[config.mk]
export PLATFORM = sky130hd
export DESIGN_NAME = icache_ctrl
export DESIGN_NICKNAME = d
export VERILOG_FILES = /design/src/common/icache_pkg.sv /design/src/icache/icache_ctrl.sv
export SDC_FILE = /design/constraint.sdc
export NUM_CORES = 1
export LEC_CHECK = 0
export BUFFER_PORTS_ARGS = -buffer_cell sky130_fd_sc_hd__buf_2
export CAP_MARGIN = 20
export CORE_ASPECT_RATIO = 0.9
export CORE_MARGIN = 3
export CORE_UTILIZATION = 35
export CTS_CLUSTER_SIZE = 12
export DETAILED_ROUTE_END_ITERATION = 8
export PLACE_DENSITY = 0.72
export SETUP_SLACK_MARGIN = 0.4
export SKIP_LAST_GASP = 1
export SYNTH_ARGS = -nofsm -noshare
export SYNTH_HDL_FRONTEND = slang
export SYNTH_SLANG_ARGS = --single-unit
[constraint.sdc]
create_clock -name I_clk -period 5.4 [get_ports I_clk]
set_clock_uncertainty 0.1 [all_clocks]
set_input_delay 0.81 -clock I_clk [delete_from_list [all_inputs] [get_ports I_clk]]
set_output_delay 0.81 -clock I_clk [all_outputs]
set_load 0.01 [all_outputs]
[src/common/icache_pkg.sv]
`default_nettype none

package icache_pkg;

    ////////////////////////////////////////////////////////////////////////////
    // cache geometry
    ////////////////////////////////////////////////////////////////////////////

    // 4 KiB total, 2 ways of 64 sets, 32 B lines
    localparam int LINE_BYTES = 32;
    localparam int SET_NUM    = 64;
    localparam int WAY_NUM    = 2;

    // address split is tag | index | offset
    localparam int ADDR_W     = 32;
    localparam int OFFT_LEN   = $clog2(LINE_BYTES);
    localparam int INDEX_LEN  = $clog2(SET_NUM);
    localparam int TAG_LEN    = ADDR_W - INDEX_LEN - OFFT_LEN;

    ////////////////////////////////////////////////////////////////////////////
    // data widths and burst shape
    ////////////////////////////////////////////////////////////////////////////

    localparam int INST_W     = 32;
    localparam int LINE_W     = LINE_BYTES * 8;
    // two banks per way
    localparam int BANK_W     = 128;
    localparam int BANK_NUM   = 4;
    // fixed burst of four 8-byte beats
    localparam int BEAT_W     = 64;
    localparam int BEAT_NUM   = LINE_W / BEAT_W;

    ////////////////////////////////////////////////////////////////////////////
    // miss/refill FSM
    ////////////////////////////////////////////////////////////////////////////

    // one-hot
    typedef enum logic [4:0] {
        IDLE        = 5'b00001,
        RD_HIT      = 5'b00010,
        RD_MISS     = 5'b00100,
        RD_RELOAD   = 5'b01000,
        RD_ALLOCATE = 5'b10000
    } icache_state_t;

endpackage

`default_nettype wire

[src/icache/icache_ctrl.sv]
`timescale 1ns/1ps
`default_nettype none

module icache_ctrl (
    input  logic                             I_clk,
    input  logic                             I_rst,
    // cpu fetch port
    input  logic                             cpu_req,
    input  logic [icache_pkg::ADDR_W-1:0]    cpu_addr,
    output logic                             cpu_rvalid,
    // from tag store
    input  logic                             hit,
    input  logic                             hit_way,
    input  logic                             victim_way,
    // memory read channels
    input  logic                             mem_arready,
    input  logic                             mem_rvalid,
    input  logic                             mem_rlast,
    output logic                             mem_arvalid,
    output logic [icache_pkg::ADDR_W-1:0]    mem_araddr,
    // lookup and line buffer control
    output logic [icache_pkg::ADDR_W-1:0]    lookup_addr,
    output logic                             allocate,
    output logic                             reload,
    output logic                             capture_hit,
    // sram banks 3..0, all active low
    output logic [icache_pkg::INDEX_LEN-1:0] sram_addr,
    output logic [icache_pkg::BANK_NUM-1:0]  sram_cen,
    output logic [icache_pkg::BANK_NUM-1:0]  sram_wen,
    output logic [icache_pkg::BANK_NUM-1:0]  sram_wmask_n
);

    icache_pkg::icache_state_t state_q;
    icache_pkg::icache_state_t state_d;

    // request address, also the miss address
    logic [icache_pkg::ADDR_W-1:0] req_addr_q;
    logic                          in_idle;

    ////////////////////////////////////////////////////////////////////////////
    // state register and next state
    ////////////////////////////////////////////////////////////////////////////

    always_ff @(posedge I_clk) begin
        if (I_rst) begin
            state_q <= icache_pkg::IDLE;
        end else begin
            state_q <= state_d;
        end
    end

    always_comb begin
        state_d = state_q;
        case (state_q)
            // lookup happens here
            icache_pkg::IDLE: begin
                if (cpu_req) begin
                    state_d = hit ? icache_pkg::RD_HIT : icache_pkg::RD_MISS;
                end
            end
            // word returned, one cycle
            icache_pkg::RD_HIT:      state_d = icache_pkg::IDLE;
            // hold arvalid until arready
            icache_pkg::RD_MISS: begin
                if (mem_arready) begin
                    state_d = icache_pkg::RD_RELOAD;
                end
            end
            // gather beats
            icache_pkg::RD_RELOAD: begin
                if (mem_rvalid && mem_rlast) begin
                    state_d = icache_pkg::RD_ALLOCATE;
                end
            end
            // write victim, install tag, return word
            icache_pkg::RD_ALLOCATE: state_d = icache_pkg::IDLE;
            default:                 state_d = icache_pkg::IDLE;
        endcase
    end

    ////////////////////////////////////////////////////////////////////////////
    // address latch and lookup address
    ////////////////////////////////////////////////////////////////////////////

    // cpu holds addr until rvalid
    always_ff @(posedge I_clk) begin
        if (cpu_req) begin
            req_addr_q <= cpu_addr;
        end
    end

    assign in_idle     = (state_q == icache_pkg::IDLE);
    // live address while idle, latched copy afterwards
    assign lookup_addr = in_idle ? cpu_addr : req_addr_q;
    assign sram_addr   = lookup_addr[icache_pkg::OFFT_LEN +: icache_pkg::INDEX_LEN];

    // line aligned burst address
    assign mem_araddr  = {req_addr_q[icache_pkg::ADDR_W-1:icache_pkg::OFFT_LEN],
                          {icache_pkg::OFFT_LEN{1'b0}}};
    assign mem_arvalid = (state_q == icache_pkg::RD_MISS);

    assign reload      = (state_q == icache_pkg::RD_RELOAD);
    assign allocate    = (state_q == icache_pkg::RD_ALLOCATE);
    assign capture_hit = in_idle && hit;
    assign cpu_rvalid  = (state_q == icache_pkg::RD_HIT) || allocate;

    ////////////////////////////////////////////////////////////////////////////
    // bank control
    ////////////////////////////////////////////////////////////////////////////

    // way 0 -> banks 1:0, way 1 -> banks 3:2
    always_comb begin
        sram_cen     = '1;
        sram_wen     = '1;
        sram_wmask_n = '1;
        if (capture_hit) begin
            // read the hit pair
            sram_cen = hit_way ? 4'b0011 : 4'b1100;
        end else if (allocate) begin
            // full line write into the victim pair
            sram_cen     = victim_way ? 4'b0011 : 4'b1100;
            sram_wen     = victim_way ? 4'b0011 : 4'b1100;
            sram_wmask_n = victim_way ? 4'b0011 : 4'b1100;
        end
    end

    // address request stays up and steady until the memory takes it
    a_arvalid_held : assert property (@(posedge I_clk) disable iff (I_rst)
        mem_arvalid && !mem_arready |=> mem_arvalid && $stable(mem_araddr));

    // only one way's banks enabled in any cycle
    a_one_bank_pair : assert property (@(posedge I_clk) disable iff (I_rst)
        (&sram_cen[1:0]) || (&sram_cen[3:2]));

endmodule

`default_nettype wire

==> flow_summary.yaml, run 1 <==
outcome:
  status: "completed"
synthesis:
  synthesis.area_um2: 2180
  yosys_warnings: 0
  syn_avg_cell_area_um2: 13.97
  ys_seq_elements: 37
  ys_types: 31
  synth_edf_count: 32
  synthCells: 156
  synth_flop_cell: "edfxtp_1"
  seq_area_frac_synth: 0.4868
  synthArstFlopShare: 0
routing:
  wl_per_cell_um: 13.62
  vias: 1400
  dr.pass1.iters: 4
  wl_mm: 4.208
  drt_iter0_markers: 48
  drc: 0
  antenna_left: 0
  avgViaCountPerCell: 4.531
placed_design:
  dp_cells: 301
  gp_congestion: 0.8023
  dp_hpwl_mm: 3.212
  portBuffers: 122
  detailedPlace.worstSlack_ps: 2744
setup_path:
  r2r_cells: 3
  worst_path_largest_cell_delay_ps: 570
  crit_path_end_kind: "output pin"
  arrival_ps: 2040
  r2r-end: "state_q[2]"
  required_ps: 4490
  worstPathCellList: "nor2b_2, and2_4, mux2_2, buf_2"
  cp-start-kind: "flip-flop"
  crit_fanout: 34
  critPathKind: "reg2out"
  r2r_setup_slack_ps: 4150
  startpoint: "state_q[0]"
  worstSetupEndpoint: "lookup_addr[2]"
  slowest_stage: "and2_4"
  r2r_start: "state_q[0]"
global_route:
  grt_pass1_vias: 1277
  grt_max_degree: 36
  overflow: 0
  antenna_found_initial: 0
  grt_usage: 0.1097
  grt_pass1_wl_mm: 6.113
floorplan:
  pin_count: 128
  std_cell_rows: 26
  die-area_um2: 7212
  fp.dieH_um: 80.87
  die_x_um: 89.18
  start_util: 0.3722
  core-area_um2: 5856
timing:
  fin_crit_sh: 0.5465
  setup_slack_ps: 2449
  rsz0062_at_grt: "false"
  hold_violations: 0
  tightest_slew_ps: 814.1
  max_freq_mhz: 338.8
  max-slew-margin-rel: 0.4573
  tns_ps: 0
  maxSlewViolCount: 0
  setup_viol: 0
  fin_crit_ps: 2951
  hold_ws_ps: 482.1
clock_tree:
  clk_latency_ps: 280
  cts_tree: "built"
  cts_resized: 0
  clockBufferDepth: 2
  cts_max_level: 2
  ctsHoldBuffers: 0
  postCtsSetupRepairBufs: 0
  path_clk_slew_ps: 70
  cts_sinks: 37
  cts_made_buffers: 5
  root_buffer: "clkbuf_8"
flow_run:
  cap_violations: 0
final_layout:
  diodes: 0
  drive_gt1_frac: 0.6946
  nets: 279
  syn_to_final_growth_pct: 18.03
  stdcell_count: 309
  finish.utilization: 0.4393
hold_path:
  worstHoldPathType: "reg2reg"
power_and_ir_drop:
  vdd_drop_max_mv: 0.1338
  power.density_nw_per_um2: 300.9
  leakagePower_nw: 1.240
-- worst min path at each step --
stage	start	depth (start not counted)	to	slack, ps
3_3_place_gp	state_q[3]	2	state_q[3]	470
4_1_cts	state_q[3]	2	state_q[3]	490
3_5_place_dp	state_q[3]	2	state_q[3]	480
2_1_floorplan	state_q[3]	2	state_q[3]	430
5_1_grt	state_q[3]	2	state_q[3]	530
6_report	state_q[3]	2	state_q[3]	480
-- worst max-delay path, delay by kind of cell (launching register included) --
kind / cells / cell delay, ps
buffers and inverters: 1 / 140
DFF: 1 / 440
muxes: 1 / 390
and+or+nand+nor: 2 / 800
-- cell usage after synthesis, types with 2 or more instances --
| cell | count | area, um^2 |
|---|---|---|
| nor4_1 | 2 | 12.51 |
| buf_4 | 46 | 345.3 |
| edfxtp_1 | 32 | 960.9 |
| buf_12 | 3 | 60.06 |
| dfxtp_1 | 5 | 100.1 |
| inv_1 | 3 | 11.26 |
| nand2_1 | 5 | 18.77 |
| nor2_1 | 2 | 7.510 |
| nand3b_1 | 2 | 15.01 |
| nor3_1 | 2 | 10.01 |
| nor3b_1 | 3 | 22.52 |
| mux2_2 | 4 | 45.04 |
| a32oi_1 | 2 | 17.52 |
| mux2_4 | 28 | 420.4 |
-- state kept, by name, summed over array words and instances (netlist names) --
signal,cells
req_addr_q,32
state_q,5
-- power breakdown --
group          switching, mW  internal [mW]
clock                 0.0948          0.115
combinational          0.103          0.114
sequential            0.0121          0.334
-- per-layer routing --
layer | track usage | up-vias | part of all wire
li1 | - | 668 | -
met1 | 0.1319 | 647 | 0.42
met2 | 0.1878 | 79 | 0.48
met3 | 0.03448 | 6 | 0.089
met4 | 0.03125 | 0 | 0.0052
met5 | 0 | - | 0
-- final cells by class --
class | count | area, um^2
flip-flops and latches | 37 | 1061
well taps | 70 | 87.58
fillers | 574 | 3283
multi-input cells | 69 | 700.7
inverters | 3 | 11.26
clock buffers | 7 | 96.34
clock inverters | 1 | 5.005
repair buffers | 122 | 610.6
-- logic make-up (layout without fill, tap and decap cells) --
logic type / count (synthesis) / after routing / share of synthesized area
flops: 37 / 37 / 0.4868
xor+xnor: 1 / 1 / 0.004019
simple gates: 25 / 25 / 0.07348
compound gates: 6 / 6 / 0.02181
other cells: 1 / 5 / 0.001721
buf+inv: 54 / 133 / 0.1986
mux: 32 / 32 / 0.2135
-- metrics by stage --
step / instance area, um^2 / power (mW)
after detailed placement: 2471 / 0.5731
after CTS: 2572 / 0.7901
after global routing: 2572 / 0.8179
after floorplan: 2195 / 0.5357
final: 2572 / 0.7741
after global placement: 2471 / 0.5690
-- cell usage in the layout, fill, tap and decap left out --
| master | instances |
|---|---|
| mux2_4 | 28 |
| dfxtp_1 | 5 |
| and2_4 | 1 |
| clkinv_2 | 1 |
| nand2b_1 | 1 |
| nand3_1 | 1 |
| nor4_1 | 2 |
| and2_1 | 1 |
| nor3_2 | 1 |
| nor3_1 | 2 |
| nor2_1 | 2 |
| nand2_1 | 5 |
| a32oi_1 | 2 |
| buf_2 | 122 |
| nor2b_2 | 1 |
| a21oi_1 | 1 |
| and2b_1 | 1 |
| and4bb_1 | 1 |
| nand3b_1 | 2 |
| a211o_1 | 1 |
| nor3b_1 | 3 |
| o21ai_0 | 1 |
| mux2_2 | 4 |
| xnor2_1 | 1 |
| nor4b_1 | 1 |
| o221a_2 | 1 |
| conb_1 | 5 |
| clkbuf_8 | 7 |
| inv_1 | 3 |
| edfxtp_1 | 32 |
(Power assumes the default switching activity.)
==> run 2: changes to the inputs <==
- clock period: 5.4 -> 2.85 ns (I/O delays scaled with it)
==> flow_summary.yaml, run 2 (synthesis gave the netlist of run 1 again) <==
routing:
  wl_mm: 4.526
  wl_per_cell_um: 14.28
  dr.pass1.iters: 4
  vias: 1428
  drt_iter0_markers: 41
  drc: 0
  avgViaCountPerCell: 4.505
  antenna_left: 0
global_route:
  grt_max_degree: 36
  antenna_found_initial: 0
  grt_pass1_vias: 1293
  grt_usage: 0.1183
  grt_pass1_wl_mm: 6.479
  overflow: 0
placed_design:
  dp_hpwl_mm: 3.230
  portBuffers: 122
  dp_cells: 301
  gp_congestion: 0.8022
final_layout:
  nets: 287
  diodes: 0
  stdcell_count: 317
  final_cell_mix: "buf_2, edfxtp_1, mux2_4"
  layout_commonest_cell: "buf_2"
  reg_top3: "req_addr_q x32, state_q x5"
  largest_register_ff_count: 32
  regMostFlops: "req_addr_q"
  syn_to_final_growth_pct: 22.79
  drive_gt1_frac: 0.7045
clock_tree:
  cts_max_level: 2
  clk_latency_ps: 280
  clockBufferDepth: 2
  cts_tree: "built"
  path_clk_slew_ps: 80
  cts_made_buffers: 5
  cts_sinks: 37
  ctsHoldBuffers: 0
  root_buffer: "clkbuf_8"
floorplan:
  pin_count: 128
  fp.dieH_um: 80.87
  start_util: 0.3722
  std_cell_rows: 26
  die_x_um: 89.18
  core-area_um2: 5856
  die-area_um2: 7212
hold_path:
  worstHoldPathType: "in2reg"
  min_from: "cpu_addr[31]"
setup_path:
  arrival_ps: 1800
  r2r_start: "state_q[4]"
  crit_path_end_kind: "output pin"
  cp-start-kind: "flip-flop"
  crit_fanout: 10
  critPathKind: "reg2out"
  startpoint: "state_q[4]"
  required_ps: 2320
timing:
  fin_crit_sh: 0.8157
  fin_crit_ps: 2325
  rsz0062_at_grt: "false"
  hold_ws_ps: 227.0
  hold_violations: 0
  setup_viol: 0
  tns_ps: 0
  maxSlewViolCount: 0
  max-slew-margin-rel: 0.4649
  tightest_slew_ps: 802.7
  max_freq_mhz: 430.1
outcome:
  status: "completed"
power_and_ir_drop:
  vdd_drop_max_mv: 0.2681
  leakagePower_nw: 1.300
  power.density_nw_per_um2: 572.3
flow_run:
  cap_violations: 0
[run 2: changes by cell type in the layout (fill, tap and decap cells not counted)]
cell,change
and2_4,+1
buf_12,+3
nor2b_4,+1
nor2b_2,-1
buf_4,+4
[run 2: layer usage]
layer  track usage  wire length (um)  up-vias
li1              -                 -      686
met1        0.1488              1935      667
met5             0                 0        -
met3       0.03347               388        2
met4       0.03571                14        0
met2        0.1966              2186       73
[run 2: critical path, cell delays in order (launching register included)]
cell and delay, ps:
dfxtp_1 370, nor3_2 300, and2_4 240, buf_12 150, mux2_4 310, buf_2 140
[run 2: layout make-up]
cell class	count	area (um^2)
fillers	566	3179
flip-flops and latches	37	1061
repair buffers	129	700.7
inverters	3	11.26
clock inverters	1	5.005
well taps	70	87.58
multi-input cells	70	714.4
clock buffers	7	96.34
[run 2: what timing repair did]
action                                  CTS  global route
gates resized for setup                   1             1
pin swaps                                 1             0
setup buffers                             4             3
endpoints found under the setup margin   40            33
hold endpoints to repair                  0             0
gates cloned                              1             0
[run 2: power breakdown]
group          leakage (nW)  switching, mW  internal (mW)
Sequential            0.354         0.0232          0.633
Combinational         0.892          0.210          0.258
Clock                0.0542          0.188          0.219
[run 2: per-stage QoR]
step	utilization	total power, mW	worst slack [ps]	cell area (um^2)
4_1_cts	0.4481	1.531	418.9	2624
5_1_grt	0.4571	1.616	404.4	2676
6_report	0.4571	1.532	525.2	2676
3_5_place_dp	0.4220	1.087	567.4	2471
3_3_place_gp	0.4220	1.078	634.8	2471
2_1_floorplan	-	1.015	858.6	2195
[run 2: final timing paths]
path / end / slack (ps) / cells past startpoint
max reg2reg: state_q[2] / 1550 / 3
min: req_addr_q[31] / 230 / 1
min reg2reg: state_q[3] / 510 / 2
max: lookup_addr[10] / 530 / 5
==> run 3: changes to the inputs <==
- clock period: 2.85 -> 2.31 ns (I/O delays scaled with it)
==> flow_summary.yaml, run 3 (synthesis gave the netlist of run 1 again) <==
outcome:
  status: "completed"
setup_path:
  required_ps: 1860
  crit_fanout: 9
  r2r_cells: 4
  arrival_ps: 1720
  crit_path_end_kind: "output pin"
  critPathKind: "reg2out"
  cp-start-kind: "flip-flop"
final_layout:
  reg_top3: "req_addr_q x32, state_q x5"
  regMostFlops: "req_addr_q"
  fin_area_um2: 2908
  syn_to_final_growth_pct: 33.41
  seq_area_um2: 1080
  stdcell_count: 318
  final_cell_mix: "buf_2, edfxtp_1, mux2_4"
  multiInputGateArea_um2: 748.2
  fillers: 542
  largest_register_ff_count: 32
  layout_commonest_cell: "buf_2"
  nets: 288
  drive_gt1_frac: 0.7379
  diodes: 0
  finish.utilization: 0.4966
global_route:
  antenna_found_initial: 0
  grt_pass1_vias: 1312
  grt.met3_usage: 0.03753
  overflow: 0
  use_met1: 0.1434
  grt_max_degree: 36
  busiest_layer: "met2"
  grt_usage: 0.1173
  met2_usage: 0.1981
  grt_pass1_wl_mm: 6.458
timing:
  hold_violations: 0
  setup_viol: 0
  setup_slack_ps: 145.8
  max-slew-margin-rel: 0.4780
  rsz0062_at_grt: "true"
  max_freq_mhz: 462.1
  tns_ps: 0
  fin_crit_ps: 2164
  maxSlewViolCount: 0
  tightest_slew_ps: 782.9
  hold_ws_ps: 148.5
  fin_crit_sh: 0.9369
power_and_ir_drop:
  seq_power_share: 0.421
  vdd_drop_max_mv: 0.3415
  switchingPower_uw: 526.1
  power_frac_comb: 0.356
  leakagePower_nw: 1.384
  p_int_mw: 1.393
  totalPowerFinal_mw: 1.919
  swShare: 0.2741
  pwr-share-clk: 0.223
  power.density_nw_per_um2: 660.1
routing:
  wl_mm: 4.810
  vias: 1459
  avgViaCountPerCell: 4.588
  dr.pass1.iters: 4
  drt_iter0_markers: 55
  drc: 0
  antenna_left: 0
  wl_per_cell_um: 15.13
floorplan:
  fp.dieH_um: 80.87
  die_x_um: 89.18
  pin_count: 128
  core-area_um2: 5856
  std_cell_rows: 26
  start_util: 0.3722
  die-area_um2: 7212
clock_tree:
  cts_tree: "built"
  ctsHoldBuffers: 0
  root_buffer: "clkbuf_8"
  cts_sinks: 37
  clockBufferDepth: 2
  path_clk_slew_ps: 70
  cts_max_level: 2
  clk_latency_ps: 280
  cts_made_buffers: 5
placed_design:
  dp_cells: 303
  gp_congestion: 0.8194
  dp_hpwl_mm: 3.270
  portBuffers: 122
  detailedPlace.worstSlack_ps: 251.0
  dpl_cell_area_um2: 2499
hold_path:
  holdPathStages: 1
  worstHoldPathType: "in2reg"
flow_run:
  cap_violations: 0
-- run 3: path summary, 6_finish.rpt --
path	end	slack, ps	start
setup reg to reg	state_q[2]	1070	state_q[4]
setup / recovery	lookup_addr[0]	150	state_q[4]
hold reg to reg	state_q[0]	440	state_q[0]
hold / removal	req_addr_q[2]	150	cpu_addr[2]
-- run 3: repair_timing --
action | CTS | global route
pin swaps | 1 | 6
endpoints found under the setup margin | 42 | 50
buffers inserted | 4 | 1
cloned | 1 | 1
resized for setup | 23 | 28
-- run 3: worst max-delay path, cell delays in order (launching register included) --
cell and delay (ps):
dfxtp_4 360, nor3_4 190, and2_4 260, buf_12 160
mux2_2 330, buf_2 140
-- run 3: final cells by class --
class / instances / area share
Inverter: 3 / 0.003873
Sequential cell: 37 / 0.3713
Clock buffer: 8 / 0.02754
Timing Repair Buffer: 131 / 0.3098
Tap cell: 70 / 0.03012
Multi-Input combinational cell: 69 / 0.2573
-- run 3: per-layer routing --
layer / up-vias / part of all wire
li1: 688 / -
met1: 693 / 0.41
met2: 78 / 0.50
met3: 0 / 0.090
met4: 0 / 0
met5: - / 0
-- run 3: power groups by stage --
stage	Clock (mW)	Sequential (mW)	Combinational (mW)
global route	0.474	0.814	0.732
floorplan	0	0.815	0.440
detailed placement	0	0.824	0.533
CTS	0.448	0.810	0.607
finish	0.428	0.808	0.684
global placement	0	0.822	0.525
