**src/common/icache_pkg.sv**
```systemverilog
`default_nettype none

package icache_pkg;

    ////////////////////////////////////////////////////////////////////////////
    // cache geometry
    ////////////////////////////////////////////////////////////////////////////

    // 4 KiB total, 2 ways of 64 sets, 32 B lines
    localparam int LINE_BYTES = 32;
    localparam int SET_NUM    = 64;
    localparam int WAY_NUM    = 2;

    // address split is tag | index | offset
    localparam int ADDR_W     = 32;
    localparam int OFFT_LEN   = $clog2(LINE_BYTES);
    localparam int INDEX_LEN  = $clog2(SET_NUM);
    localparam int TAG_LEN    = ADDR_W - INDEX_LEN - OFFT_LEN;

    ////////////////////////////////////////////////////////////////////////////
    // data widths and burst shape
    ////////////////////////////////////////////////////////////////////////////

    localparam int INST_W     = 32;
    localparam int LINE_W     = LINE_BYTES * 8;
    // two banks per way
    localparam int BANK_W     = 128;
    localparam int BANK_NUM   = 4;
    // fixed burst of four 8-byte beats
    localparam int BEAT_W     = 64;
    localparam int BEAT_NUM   = LINE_W / BEAT_W;

    ////////////////////////////////////////////////////////////////////////////
    // miss/refill FSM
    ////////////////////////////////////////////////////////////////////////////

    // one-hot
    typedef enum logic [4:0] {
        IDLE        = 5'b00001,
        RD_HIT      = 5'b00010,
        RD_MISS     = 5'b00100,
        RD_RELOAD   = 5'b01000,
        RD_ALLOCATE = 5'b10000
    } icache_state_t;

endpackage

`default_nettype wire

```
**src/icache/icache_line_buffer.sv**
```systemverilog
`timescale 1ns/1ps
`default_nettype none

module icache_line_buffer (
    input  logic                          I_clk,
    input  logic                          I_rst,
    input  logic                          capture_hit,
    input  logic                          hit_way,
    input  logic [icache_pkg::LINE_W-1:0] way0_rdata,
    input  logic [icache_pkg::LINE_W-1:0] way1_rdata,
    input  logic                          reload,
    input  logic                          mem_rvalid,
    input  logic [icache_pkg::BEAT_W-1:0] mem_rdata,
    input  logic [2:0]                    word_sel,
    output logic [icache_pkg::LINE_W-1:0] line,
    output logic [icache_pkg::INST_W-1:0] inst
);

    // bit offset of the selected word
    logic [7:0] word_base;

    ////////////////////////////////////////////////////////////////////////////
    // line register
    ////////////////////////////////////////////////////////////////////////////

    // hit path
    // banks read asynchronously, taken at the edge that leaves IDLE
    // refill path
    // beats enter at the top and move down, first beat ends in bits 63:0
    always_ff @(posedge I_clk) begin
        if (I_rst) begin
            line <= '0;
        end else if (capture_hit) begin
            line <= hit_way ? way1_rdata : way0_rdata;
        end else if (reload && mem_rvalid) begin
            line <= {mem_rdata, line[icache_pkg::LINE_W-1:icache_pkg::BEAT_W]};
        end
    end

    ////////////////////////////////////////////////////////////////////////////
    // word select
    ////////////////////////////////////////////////////////////////////////////

    // addr bits 4:2 times 32
    assign word_base = {word_sel, 5'b00000};
    assign inst      = line[word_base +: icache_pkg::INST_W];

endmodule

`default_nettype wire

```
**config.mk**
```make
export PLATFORM = sky130hd
export DESIGN_NAME = icache_line_buffer
export DESIGN_NICKNAME = d
export VERILOG_FILES = /design/src/common/icache_pkg.sv /design/src/icache/icache_line_buffer.sv
export SDC_FILE = /design/constraint.sdc
export NUM_CORES = 1
export LEC_CHECK = 0
export BUFFER_PORTS_ARGS = -buffer_cell sky130_fd_sc_hd__buf_2
export CAP_MARGIN = 20
export CORE_AREA = 2 2 335 337
export DETAILED_ROUTE_END_ITERATION = 6
export DIE_AREA = 0 0 337 339
export SLEW_MARGIN = 20
export SYNTH_ARGS = -nofsm -noshare
export SYNTH_HDL_FRONTEND = slang
export SYNTH_SLANG_ARGS = --single-unit
export TNS_END_PERCENT = 1
```
**constraint.sdc**
```tcl
create_clock -name I_clk -period 1.5 [get_ports I_clk]
set_clock_uncertainty 0.1 [all_clocks]
set_input_delay 0.075 -clock I_clk [delete_from_list [all_inputs] [get_ports I_clk]]
set_output_delay 0.075 -clock I_clk [all_outputs]
set_load 0.02 [all_outputs]
```
==> summary.md, run 1 <==
| Metric | Value |
|---|---|
| Core area | 0.1104 mm^2 |
| Maximum vdd drop | 0.001029 V |
| RSZ-0062 raised after global routing | yes |
| DP Area | 0.02355 mm^2 |
| Reg2reg path depth | 4 |
| Setup CP Type | flip-flop to primary output |
| R2r startpoint | line[144]$_SDFFE_PP0P_ |
| Final setup fails | 33 |
| Delay-heaviest family, CP | multiplexers |
| Worst-path clk slew | 60 ps |
| Insertion delay to the later sink of the worst-skew pair | 610 ps |
| CP Buf/Inv Count | 1 |
| Pins Over Slew Limit | 0 |
| Register area | 0.005284 mm^2 |
| Setup crit start kind | flip-flop |
| CP required | 1320 ps |
| Cells after Synth | 1,540 |
| Final setup margin | -556.6 ps |
| Area Overhead vs Synth | 103.0% |
| GR Overflow Total | 0 |
| Post-Synthesis Cell Area | 0.01492 mm^2 |
| Period utilization | 137.1% |
| CP Cell Sequence | mux4_2, mux2_2, buf_2 |
| Routability cong. | 0.9195 |
| YS warnings | 0 |
| Top reg by flops | line |
| CP max stage delay | 470 ps |
| Post-route DRC | 0 |
| Inst Count DP | 4,103 |
| Final hold viol count | 0 |
| Fmax | 486.2 MHz |
| Post-layout minimum cycle time | 2057 ps |
| GRT Util Overall | 17.22% |
| Initial Utilization | 13.52% |
| Clock sinks | 256 |
| Power Density | 813.8 mW/mm^2 |
| Worst hold start | way0_rdata[201] |
| Slew HR | 66.53% |
| Setup TNS | -16,600 ps |
| First-pass GRT wire length | 143,500 um |
| Total Wirelength | 104,100 um |
| Hpwl dp | 82,120 um |
| Initial antenna violation count | 82 |
| Longest Clk Path Bufs | 3 |
| Die height | 339 um |
| CP max stage cell | mux4_2 |
| DRT Pass-1 Iters | 5 |
| Most frequent cells in the layout | 806 x buf_2, 514 x dlygate4sd3_1, 355 x buf_4 |
| Hold WC Path Type | primary input to flip-flop |
| Max H-tree Level | 1 |
| Row cnt | 122 |
| Crit-path max FO | 4 |
| Largest regs | line: 256 flops |
| Worst R2R Setup Slack | 310 ps |
| Initial DRC count | 1,297 |
| Final-stage net count | 3,753 |
| Number of global-route vias before repair | 20,341 |
| Synth Area per Inst | 9.690 um^2 |
| Fin area | 0.03029 mm^2 |
| Outcome | complete, but fails checks |
| Netlist cell types | 14 |
| Most common cell after layout, fill and taps aside | buf_2 |
| Hold path depth | 5 |
| Crit path from | line[83]$_SDFFE_PP0P_ |
| Max-cap violation count | 0 |
| Hold EP | line[201]$_SDFFE_PP0P_ |
| Register area share after synthesis | 34.34% |
| Clk root buf | clkbuf_16 |
| Synth Register Bits | 256 |
| Post-route ant nets | 0 |
| Routed vias/inst | 4.329 |
| Mapped Nets | 2,125 |
| Routed vias | 20,358 |
| Final std cells w/o fill | 4,703 |
| CTS tree | done |
| Reg-to-Reg End | line[80]$_SDFFE_PP0P_ |
| Die X-Extent | 337 um |
| # fillers | 11,709 |
| Layout cells sized above 1 | 46.30% |
| IO buf count | 872 |
| Largest net degree at the start of global routing | 60 |
| Max reg flops | 256 |
| Slew @ Worst Pin | 488.1 ps |
| Routed wire per std cell | 22.14 um |
| CTS Buf Count | 31 |
| Die area | 0.1142 mm^2 |
| Critical Path AT | 1880 ps |
| Crit end category | primary output |
| Area of the multi-input gates | 0.009010 mm^2 |
| Static leakage | 0.01479 uW |
| Violated checks | negative setup slack |
| Io pins | 873 |
-- stage by stage --
step                      hold slack (ps)  worst slack, ps  utilization, %  total power [uW]
after floorplan                     239.2            96.37               -             11240
after detailed placement            345.9           -284.6           21.34             14940
after CTS                           6.491           -575.7           27.23             24530
final                               14.38           -556.6           27.45             24650
after global placement              338.2           -282.9           21.34             14890
after global routing                15.84           -606.5           27.43             25610
-- metal layers --
metal	global-route usage, %	up-vias	part of all wire, %
met2	27.82	1141	45
li1	-	9105	-
met3	4.851	304	9.3
met4	7.468	32	5.5
met5	0	-	0.20
met1	21.22	9776	40
-- cell families after synthesis --
logic type	synth area share (%)
compound gates	23.64
mux	30.25
simple gates	6.506
flops	34.34
buf+inv	5.257
-- synthesized netlist by cell type --
cell | instances | area (um^2)
nor2_1 | 257 | 964.7
buf_2 | 48 | 240.2
mux2i_1 | 256 | 2562
clkbuf_1 | 67 | 251.5
buf_4 | 18 | 135.1
buf_6 | 7 | 78.83
a22o_1 | 256 | 2242
nor2b_1 | 1 | 6.260
mux2_2 | 32 | 360.4
a21oi_1 | 257 | 1286
mux4_1 | 40 | 1051
dfxtp_1 | 256 | 5125
mux4_2 | 24 | 540.5
buf_1 | 21 | 78.83
-- cell type report --
class                           instances  share of cell area, %
Timing Repair Buffer                 1756                  42.95
Multi-Input combinational cell       1123                  29.74
Sequential cell                       256                  17.44
Tap cell                             1488                  6.146
Clock buffer                           49                  3.246
Clock inverter                          6                 0.2643
Antenna cell                           25                 0.2065
-- worst max path at each step --
stage	endpoint	slack, ps	depth (start not counted)
finish	inst[19]	-560	3
global route	inst[30]	-610	3
CTS	inst[28]	-580	3
detailed placement	inst[15]	-280	5
global placement	inst[15]	-280	5
floorplan	inst[10]	100	4
-- worst register-to-register path, cell delays in order, from the launching register on --
cell     delay (ps)
dfxtp_2         360
buf_4           150
nor2_1           50
a21oi_1         300
a22o_1          180
-- repair_timing --
action | 4_1_cts | 5_1_grt
endpoints found under the setup margin | 67 | 74
gates resized for setup | 181 | 90
hold endpoints to repair | 254 | 0
cloned | 0 | 0
hold buffers | 514 | 0
setup buffers | 4 | 2
-- where the power goes --
part | switching, uW | total (uW) | internal [uW]
registers | 475 | 7880 | 7400
logic | 4160 | 8760 | 4600
clock network | 3250 | 8010 | 4770
total | 7890 | 24700 | 16800
(Power assumes the default switching activity.)
==> inputs of run 2 (changes only) <==
Settings changed: CELL_PAD_IN_SITES_DETAIL_PLACEMENT from default to 1, CELL_PAD_IN_SITES_GLOBAL_PLACEMENT from default to 1, CTS_CLUSTER_SIZE from default to 16, PLACE_DENSITY_LB_ADDON from default to 0.1.
==> summary.md, run 2 (synthesis results as in run 1) <==
| Metric | Value |
|---|---|
| Outcome | complete, but fails checks (unchanged) |
| Violated checks | negative setup slack (unchanged) |
| Initial Utilization | 13.52% (unchanged) |
| Min Hold Slack | 10.07 ps (was 14.38 ps) |
| Top reg by flops | line (unchanged) |
| Io pins | 873 (unchanged) |
| Clk root buf | clkbuf_16 (unchanged) |
| Die X-Extent | 337 um (unchanged) |
| Setup crit start kind | flip-flop (unchanged) |
| Area Overhead vs Synth | 96.98% (was 103.0%) |
| Routed vias/inst | 4.039 (was 4.329) |
| GR Overflow Total | 0 (unchanged) |
| Reg2reg path depth | 5 (was 4) |
| GRT Util Overall | 15.74% (was 17.22%) |
| CP Cell Sequence | mux4_2, mux2_4, buf_6 (was mux4_2, mux2_2, buf_2) |
| Slew HR | 63.74% (was 66.53%) |
| Fmax | 510.5 MHz (was 486.2 MHz) |
| Routed vias | 18,609 (was 20,358) |
| Largest regs | line: 256 flops (unchanged) |
| Post-layout minimum cycle time | 1959 ps (was 2057 ps) |
| CTS Buf Count | 37 (was 31) |
| Hold WC Path Type | primary input to flip-flop (unchanged) |
| Worst-path clk slew | 50 ps (was 60 ps) |
| Crit-path max FO | 2 (was 4) |
| Insertion delay to the later sink of the worst-skew pair | 560 ps (was 610 ps) |
| First-pass GRT wire length | 135,000 um (was 143,500 um) |
| # fillers | 13,080 (was 11,709) |
| Critical Path AT | 1780 ps (was 1880 ps) |
| Max H-tree Level | 2 (was 1) |
| CP required | 1320 ps (about the same) |
| CP max stage delay | 460 ps (was 470 ps) |
| Power Density | 839.4 mW/mm^2 (was 813.8 mW/mm^2) |
| Die area | 0.1142 mm^2 (unchanged) |
| Number of cells on the critical path | 3 (unchanged) |
| Largest net degree at the start of global routing | 51 (was 60) |
| Most common cell after layout, fill and taps aside | buf_2 (unchanged) |
| Max-cap violation count | 0 (unchanged) |
| Maximum vdd drop | 0.0005422 V (was 0.001029 V) |
| Initial DRC count | 731 (was 1,297) |
| Final setup margin | -458.8 ps (was -556.6 ps) |
| CP max stage cell | mux4_2 (unchanged) |
| Hpwl dp | 74,780 um (was 82,120 um) |
| Delay-heaviest family, CP | multiplexers (unchanged) |
| Slew @ Worst Pin | 528.8 ps (was 488.1 ps) |
| Most frequent cells in the layout | 835 x buf_2, 412 x dlygate4sd3_1, 347 x buf_4 (was 806 x buf_2, 514 x dlygate4sd3_1, 355 x buf_4) |
| Final hold viol count | 0 (unchanged) |
| Final-stage net count | 3,677 (was 3,753) |
| CTS tree | done (unchanged) |
| Core area | 0.1104 mm^2 (unchanged) |
| Number of global-route vias before repair | 20,322 (was 20,341) |
| Period utilization | 130.6% (was 137.1%) |
| Setup CP Type | flip-flop to primary output (unchanged) |
| RSZ-0062 raised after global routing | yes (unchanged) |
| Setup TNS | -14,000 ps (was -16,600 ps) |
| Row cnt | 122 (unchanged) |
| Post-route DRC | 0 (unchanged) |
| Max reg flops | 256 (unchanged) |
| CP Buf/Inv Count | 1 (unchanged) |
| DRT Pass-1 Iters | 5 (unchanged) |
| Final setup fails | 32 (was 33) |
| Routed wire per std cell | 20.34 um (was 22.14 um) |
| IO buf count | 872 (unchanged) |
| Initial antenna violation count | 10 (was 82) |
| Layout cells sized above 1 | 48.01% (was 46.30%) |
| Die height | 339 um (unchanged) |
| Post-route ant nets | 0 (unchanged) |
| Crit end category | primary output (unchanged) |
| Routability cong. | 0.8009 (was 0.9195) |
| Clock sinks | 256 (unchanged) |
| Pins Over Slew Limit | 0 (unchanged) |
| Total Wirelength | 93,690 um (was 104,100 um) |
| Longest Clk Path Bufs | 3 (unchanged) |
| Static leakage | 0.01449 uW (was 0.01479 uW) |
| Hold path depth | 4 (was 5) |
[run 2: cell count changes in the layout (fill, tap and decap cells not counted), sizes merged]
| cell | before | now |
|---|---|---|
| dlygate4sd3 | 514 | 412 |
| buf | 1229 | 1260 |
| diode | 25 | 7 |
| clkbuf | 62 | 54 |
| bufinv | 2 | 0 |
| dlymetal6s4s | 0 | 2 |
| clkinv | 4 | 5 |
[run 2: through the flow]
stage	total power (uW)	worst slack [ps]	cell area, um^2	instances	util, %
4_1_cts	25230	-519.8	29330	4600	26.57
6_report	24670	-458.8	29400	4607	26.64
5_1_grt	26070	-516.4	29390	4606	26.63
3_5_place_dp	15340	-257.7	23830	4125	21.59
2_1_floorplan	11240	96.37	14920	1540	-
3_3_place_gp	15290	-247.9	23830	4125	21.59
[run 2: where the power goes]
part / internal [uW] / switching (uW)
logic: 4430 / 4130
registers: 7410 / 421
clock network: 4880 / 3400
total: 16700 / 7950
[run 2: per-layer routing]
metal  track usage [%]  up-vias  wire length (um)
met5                 0        -                11
met4             4.771        2              2638
met3             3.352      103              5276
met2             28.89      562             47930
met1             18.01     9029             37840
li1                  -     8913                 -
[run 2: what timing repair did]
item / 4_1_cts / 5_1_grt
gates resized for setup: 172 / 50
setup endpoints to repair: 40 / 42
endpoints found under the hold margin: 217 / 0
buffers inserted: 2 / 0
hold buffers: 414 / 0
[run 2: path summary, 6_finish.rpt]
kind	from	slack [ps]	end
worst min-delay path	way1_rdata[210]	10	line[210]$_SDFFE_PP0P_
worst max register to register	line[252]$_SDFFE_PP0P_	320	line[188]$_SDFFE_PP0P_
worst max-delay path	line[128]$_SDFFE_PP0P_	-460	inst[0]
worst min register to register	line[47]$_SDFFE_PP0P_	390	line[47]$_SDFFE_PP0P_
[run 2: cell type report]
class                      count  area [um^2]  area share (%)
timing repair buffer        1674        12200           41.51
multi-input combinational   1123         8980           30.55
sequential                   256         5240           17.83
tap                         1488         1862           6.334
clock buffer                  54         1070           3.639
clock inverter                 5        25.02         0.08513
antenna                        7        17.52         0.05959
[run 2: tightest hold or removal path, cell delays in order]
cell	delay (ps)
buf_2	80
mux2i_1	80
a21oi_1	230
a22o_1	150
==> inputs of run 3 (changes only) <==
Settings changed: CORE_AREA 2 2 335 337 to 2 2 337 339, DIE_AREA 0 0 337 339 to 0 0 339 341.
Clock period 1.5 ns to 1.73 ns, I/O delays scaled along.
==> summary.md, run 3 (synthesis results as in run 1) <==
| Metric | Value |
|---|---|
| IO buf count | 872 (unchanged) |
| Longest Clk Path Bufs | 3 (unchanged) |
| Violated checks | negative setup slack (unchanged) |
| Crit path from | line[173]$_SDFFE_PP0P_ (was line[128]$_SDFFE_PP0P_) |
| Final setup fails | 32 (unchanged) |
| Routed wire per std cell | 20.54 um (was 20.34 um) |
| GR Overflow Total | 0 (unchanged) |
| Max reg flops | 256 (unchanged) |
| Row cnt | 123 (was 122) |
| Initial Utilization | 13.34% (was 13.52%) |
| Worst-path clk slew | 60 ps (was 50 ps) |
| Reg-to-Reg End | line[122]$_SDFFE_PP0P_ (was line[188]$_SDFFE_PP0P_) |
| Routed vias/inst | 4.065 (was 4.039) |
| Hold WC Path Type | primary input to flip-flop (unchanged) |
| Most common cell after layout, fill and taps aside | buf_2 (unchanged) |
| Top reg by flops | line (unchanged) |
| Area Overhead vs Synth | 90.95% (was 96.98%) |
| Slew HR | 61.57% (was 63.74%) |
| Fmax | 496.0 MHz |
| Outcome | complete, but fails checks (unchanged) |
| Static leakage | 0.01384 uW (was 0.01449 uW) |
| Clock sinks | 256 (unchanged) |
| First-pass GRT wire length | 134,700 um (was 135,000 um) |
| Slew @ Worst Pin | 576.5 ps (was 528.8 ps) |
| Worst R2R Setup Slack | 620 ps (was 320 ps) |
| Setup CP Type | flip-flop to primary output (unchanged) |
| Routed vias | 18,283 (was 18,609) |
| Delay-heaviest family, CP | multiplexers (unchanged) |
| Die X-Extent | 339 um (was 337 um) |
| Max-cap violation count | 0 (unchanged) |
| Most frequent cells in the layout | 839 x buf_2, 432 x dlygate4sd3_1, 257 x a21oi_1 (was 835 x buf_2, 412 x dlygate4sd3_1, 347 x buf_4) |
| CP Cell Sequence | mux4_2, mux2_4, buf_6 (unchanged) |
| Pins Over Slew Limit | 0 (unchanged) |
| Register area | 0.005281 mm^2 (was 0.005240 mm^2) |
| Layout cells sized above 1 | 45.98% (was 48.01%) |
| Largest net degree at the start of global routing | 83 (was 51) |
| CTS tree | done (unchanged) |
| Core area | 0.1119 mm^2 (was 0.1104 mm^2) |
| Crit end category | primary output (unchanged) |
| # fillers | 13,136 (was 13,080) |
| Period utilization | 116.5% |
| RSZ-0062 raised after global routing | yes (unchanged) |
| Maximum vdd drop | 0.0005078 V (was 0.0005422 V) |
| Final-stage net count | 3,550 (was 3,677) |
| Min Hold Slack | 20.22 ps (was 10.07 ps) |
| Post-layout minimum cycle time | 2016 ps |
| Number of cells on the critical path | 3 (unchanged) |
| Hpwl dp | 72,690 um (was 74,780 um) |
| Critical Path AT | 1830 ps (was 1780 ps) |
| Crit-path max FO | 2 (unchanged) |
| DRT Pass-1 Iters | 5 (unchanged) |
| Insertion delay to the later sink of the worst-skew pair | 550 ps (was 560 ps) |
| Number of global-route vias before repair | 20,144 (was 20,322) |
| Die area | 0.1156 mm^2 (was 0.1142 mm^2) |
| Io pins | 873 (unchanged) |
| Finished Core Util | 25.47% (was 26.64%) |
| Setup crit start kind | flip-flop (unchanged) |
| Clk root buf | clkbuf_16 (unchanged) |
| Area of the multi-input gates | 0.008975 mm^2 (was 0.008980 mm^2) |
| Initial antenna violation count | 4 (was 10) |
| Post-route ant nets | 0 (unchanged) |
| Die height | 341 um (was 339 um) |
| CP max stage delay | 470 ps (was 460 ps) |
| Max H-tree Level | 2 (unchanged) |
| Reg2reg path depth | 4 (was 5) |
| R2r startpoint | line[186]$_SDFFE_PP0P_ (was line[252]$_SDFFE_PP0P_) |
| CP required | 1540 ps (was 1320 ps) |
| Largest regs | line: 256 flops (unchanged) |
| Post-route DRC | 0 (unchanged) |
| CP max stage cell | mux4_2 (unchanged) |
| Total Wirelength | 92,370 um (was 93,690 um) |
| Routability cong. | 0.8748 (was 0.8009) |
| CTS Buf Count | 39 (was 37) |
| Initial DRC count | 776 (was 731) |
| Final hold viol count | 0 (unchanged) |
| End of the critical path | inst[13] (was inst[0]) |
| Power Density | 760.8 mW/mm^2 (was 839.4 mW/mm^2) |
| GRT Util Overall | 15.42% (was 15.74%) |
| Final setup margin | -286.1 ps (was -458.8 ps) |
| CP Buf/Inv Count | 1 (unchanged) |
-- run 3: timing repair --
| item | 4_1_cts | 5_1_grt |
|---|---|---|
| setup endpoints to repair | 32 | 33 |
| hold buffers | 432 | 0 |
| hold endpoints to repair | 221 | 0 |
| gates resized for setup | 187 | 25 |
| buffers inserted | 1 | 0 |
-- run 3: per-layer routing --
layer  global-route usage, %  routed length (um)  up-vias
li1                        -                   -     8682
met1                   17.82               37540     8945
met2                   28.71               48460      556
met3                   2.936                4203       98
met4                   4.250                2154        2
met5                       0                  16        -
-- run 3: through the flow --
step           setup TNS [ps]  setup slack [ps]  std cells  power, uW  cell area, um^2
2_1_floorplan               0             303.4       1540       9743            14920
3_3_place_gp           -697.9            -105.5       3991      12860            22660
3_5_place_dp           -831.8            -115.8       3991      12890            22660
4_1_cts                -10140            -350.5       4495      22180            28480
5_1_grt                -10360            -356.4       4498      22870            28500
6_report                -8047            -286.1       4498      21680            28500
-- run 3: final cells by class --
class                           instances  share of cell area (%)
Clock buffer                           60                   4.097
Antenna cell                            3                 0.02634
Sequential cell                       256                   18.53
Tap cell                             1500                   6.586
Multi-Input combinational cell       1123                   31.50
Clock inverter                         11                  0.3074
Timing Repair Buffer                 1545                   38.95
-- run 3: power breakdown --
| part | switching [uW] | internal [uW] | total, uW |
|---|---|---|---|
| logic | 3350 | 3500 | 6850 |
| registers | 502 | 6440 | 6940 |
| clock network | 3100 | 4790 | 7890 |
-- run 3: worst min-delay path by stage --
stage	start	end	slack, ps	cells after the start
floorplan	mem_rdata[58]	line[250]$_SDFFE_PP0P_	250	3
global placement	mem_rdata[28]	line[220]$_SDFFE_PP0P_	360	4
detailed placement	mem_rdata[22]	line[214]$_SDFFE_PP0P_	370	4
CTS	way0_rdata[179]	line[179]$_SDFFE_PP0P_	5	4
global route	I_rst	line[141]$_SDFFE_PP0P_	40	4
finish	way0_rdata[179]	line[179]$_SDFFE_PP0P_	20	4
-- run 3: tightest hold or removal path, cell delays in order --
cell and delay, ps:
buf_2 80, mux2i_1 80, a21oi_1 240, a22o_1 150
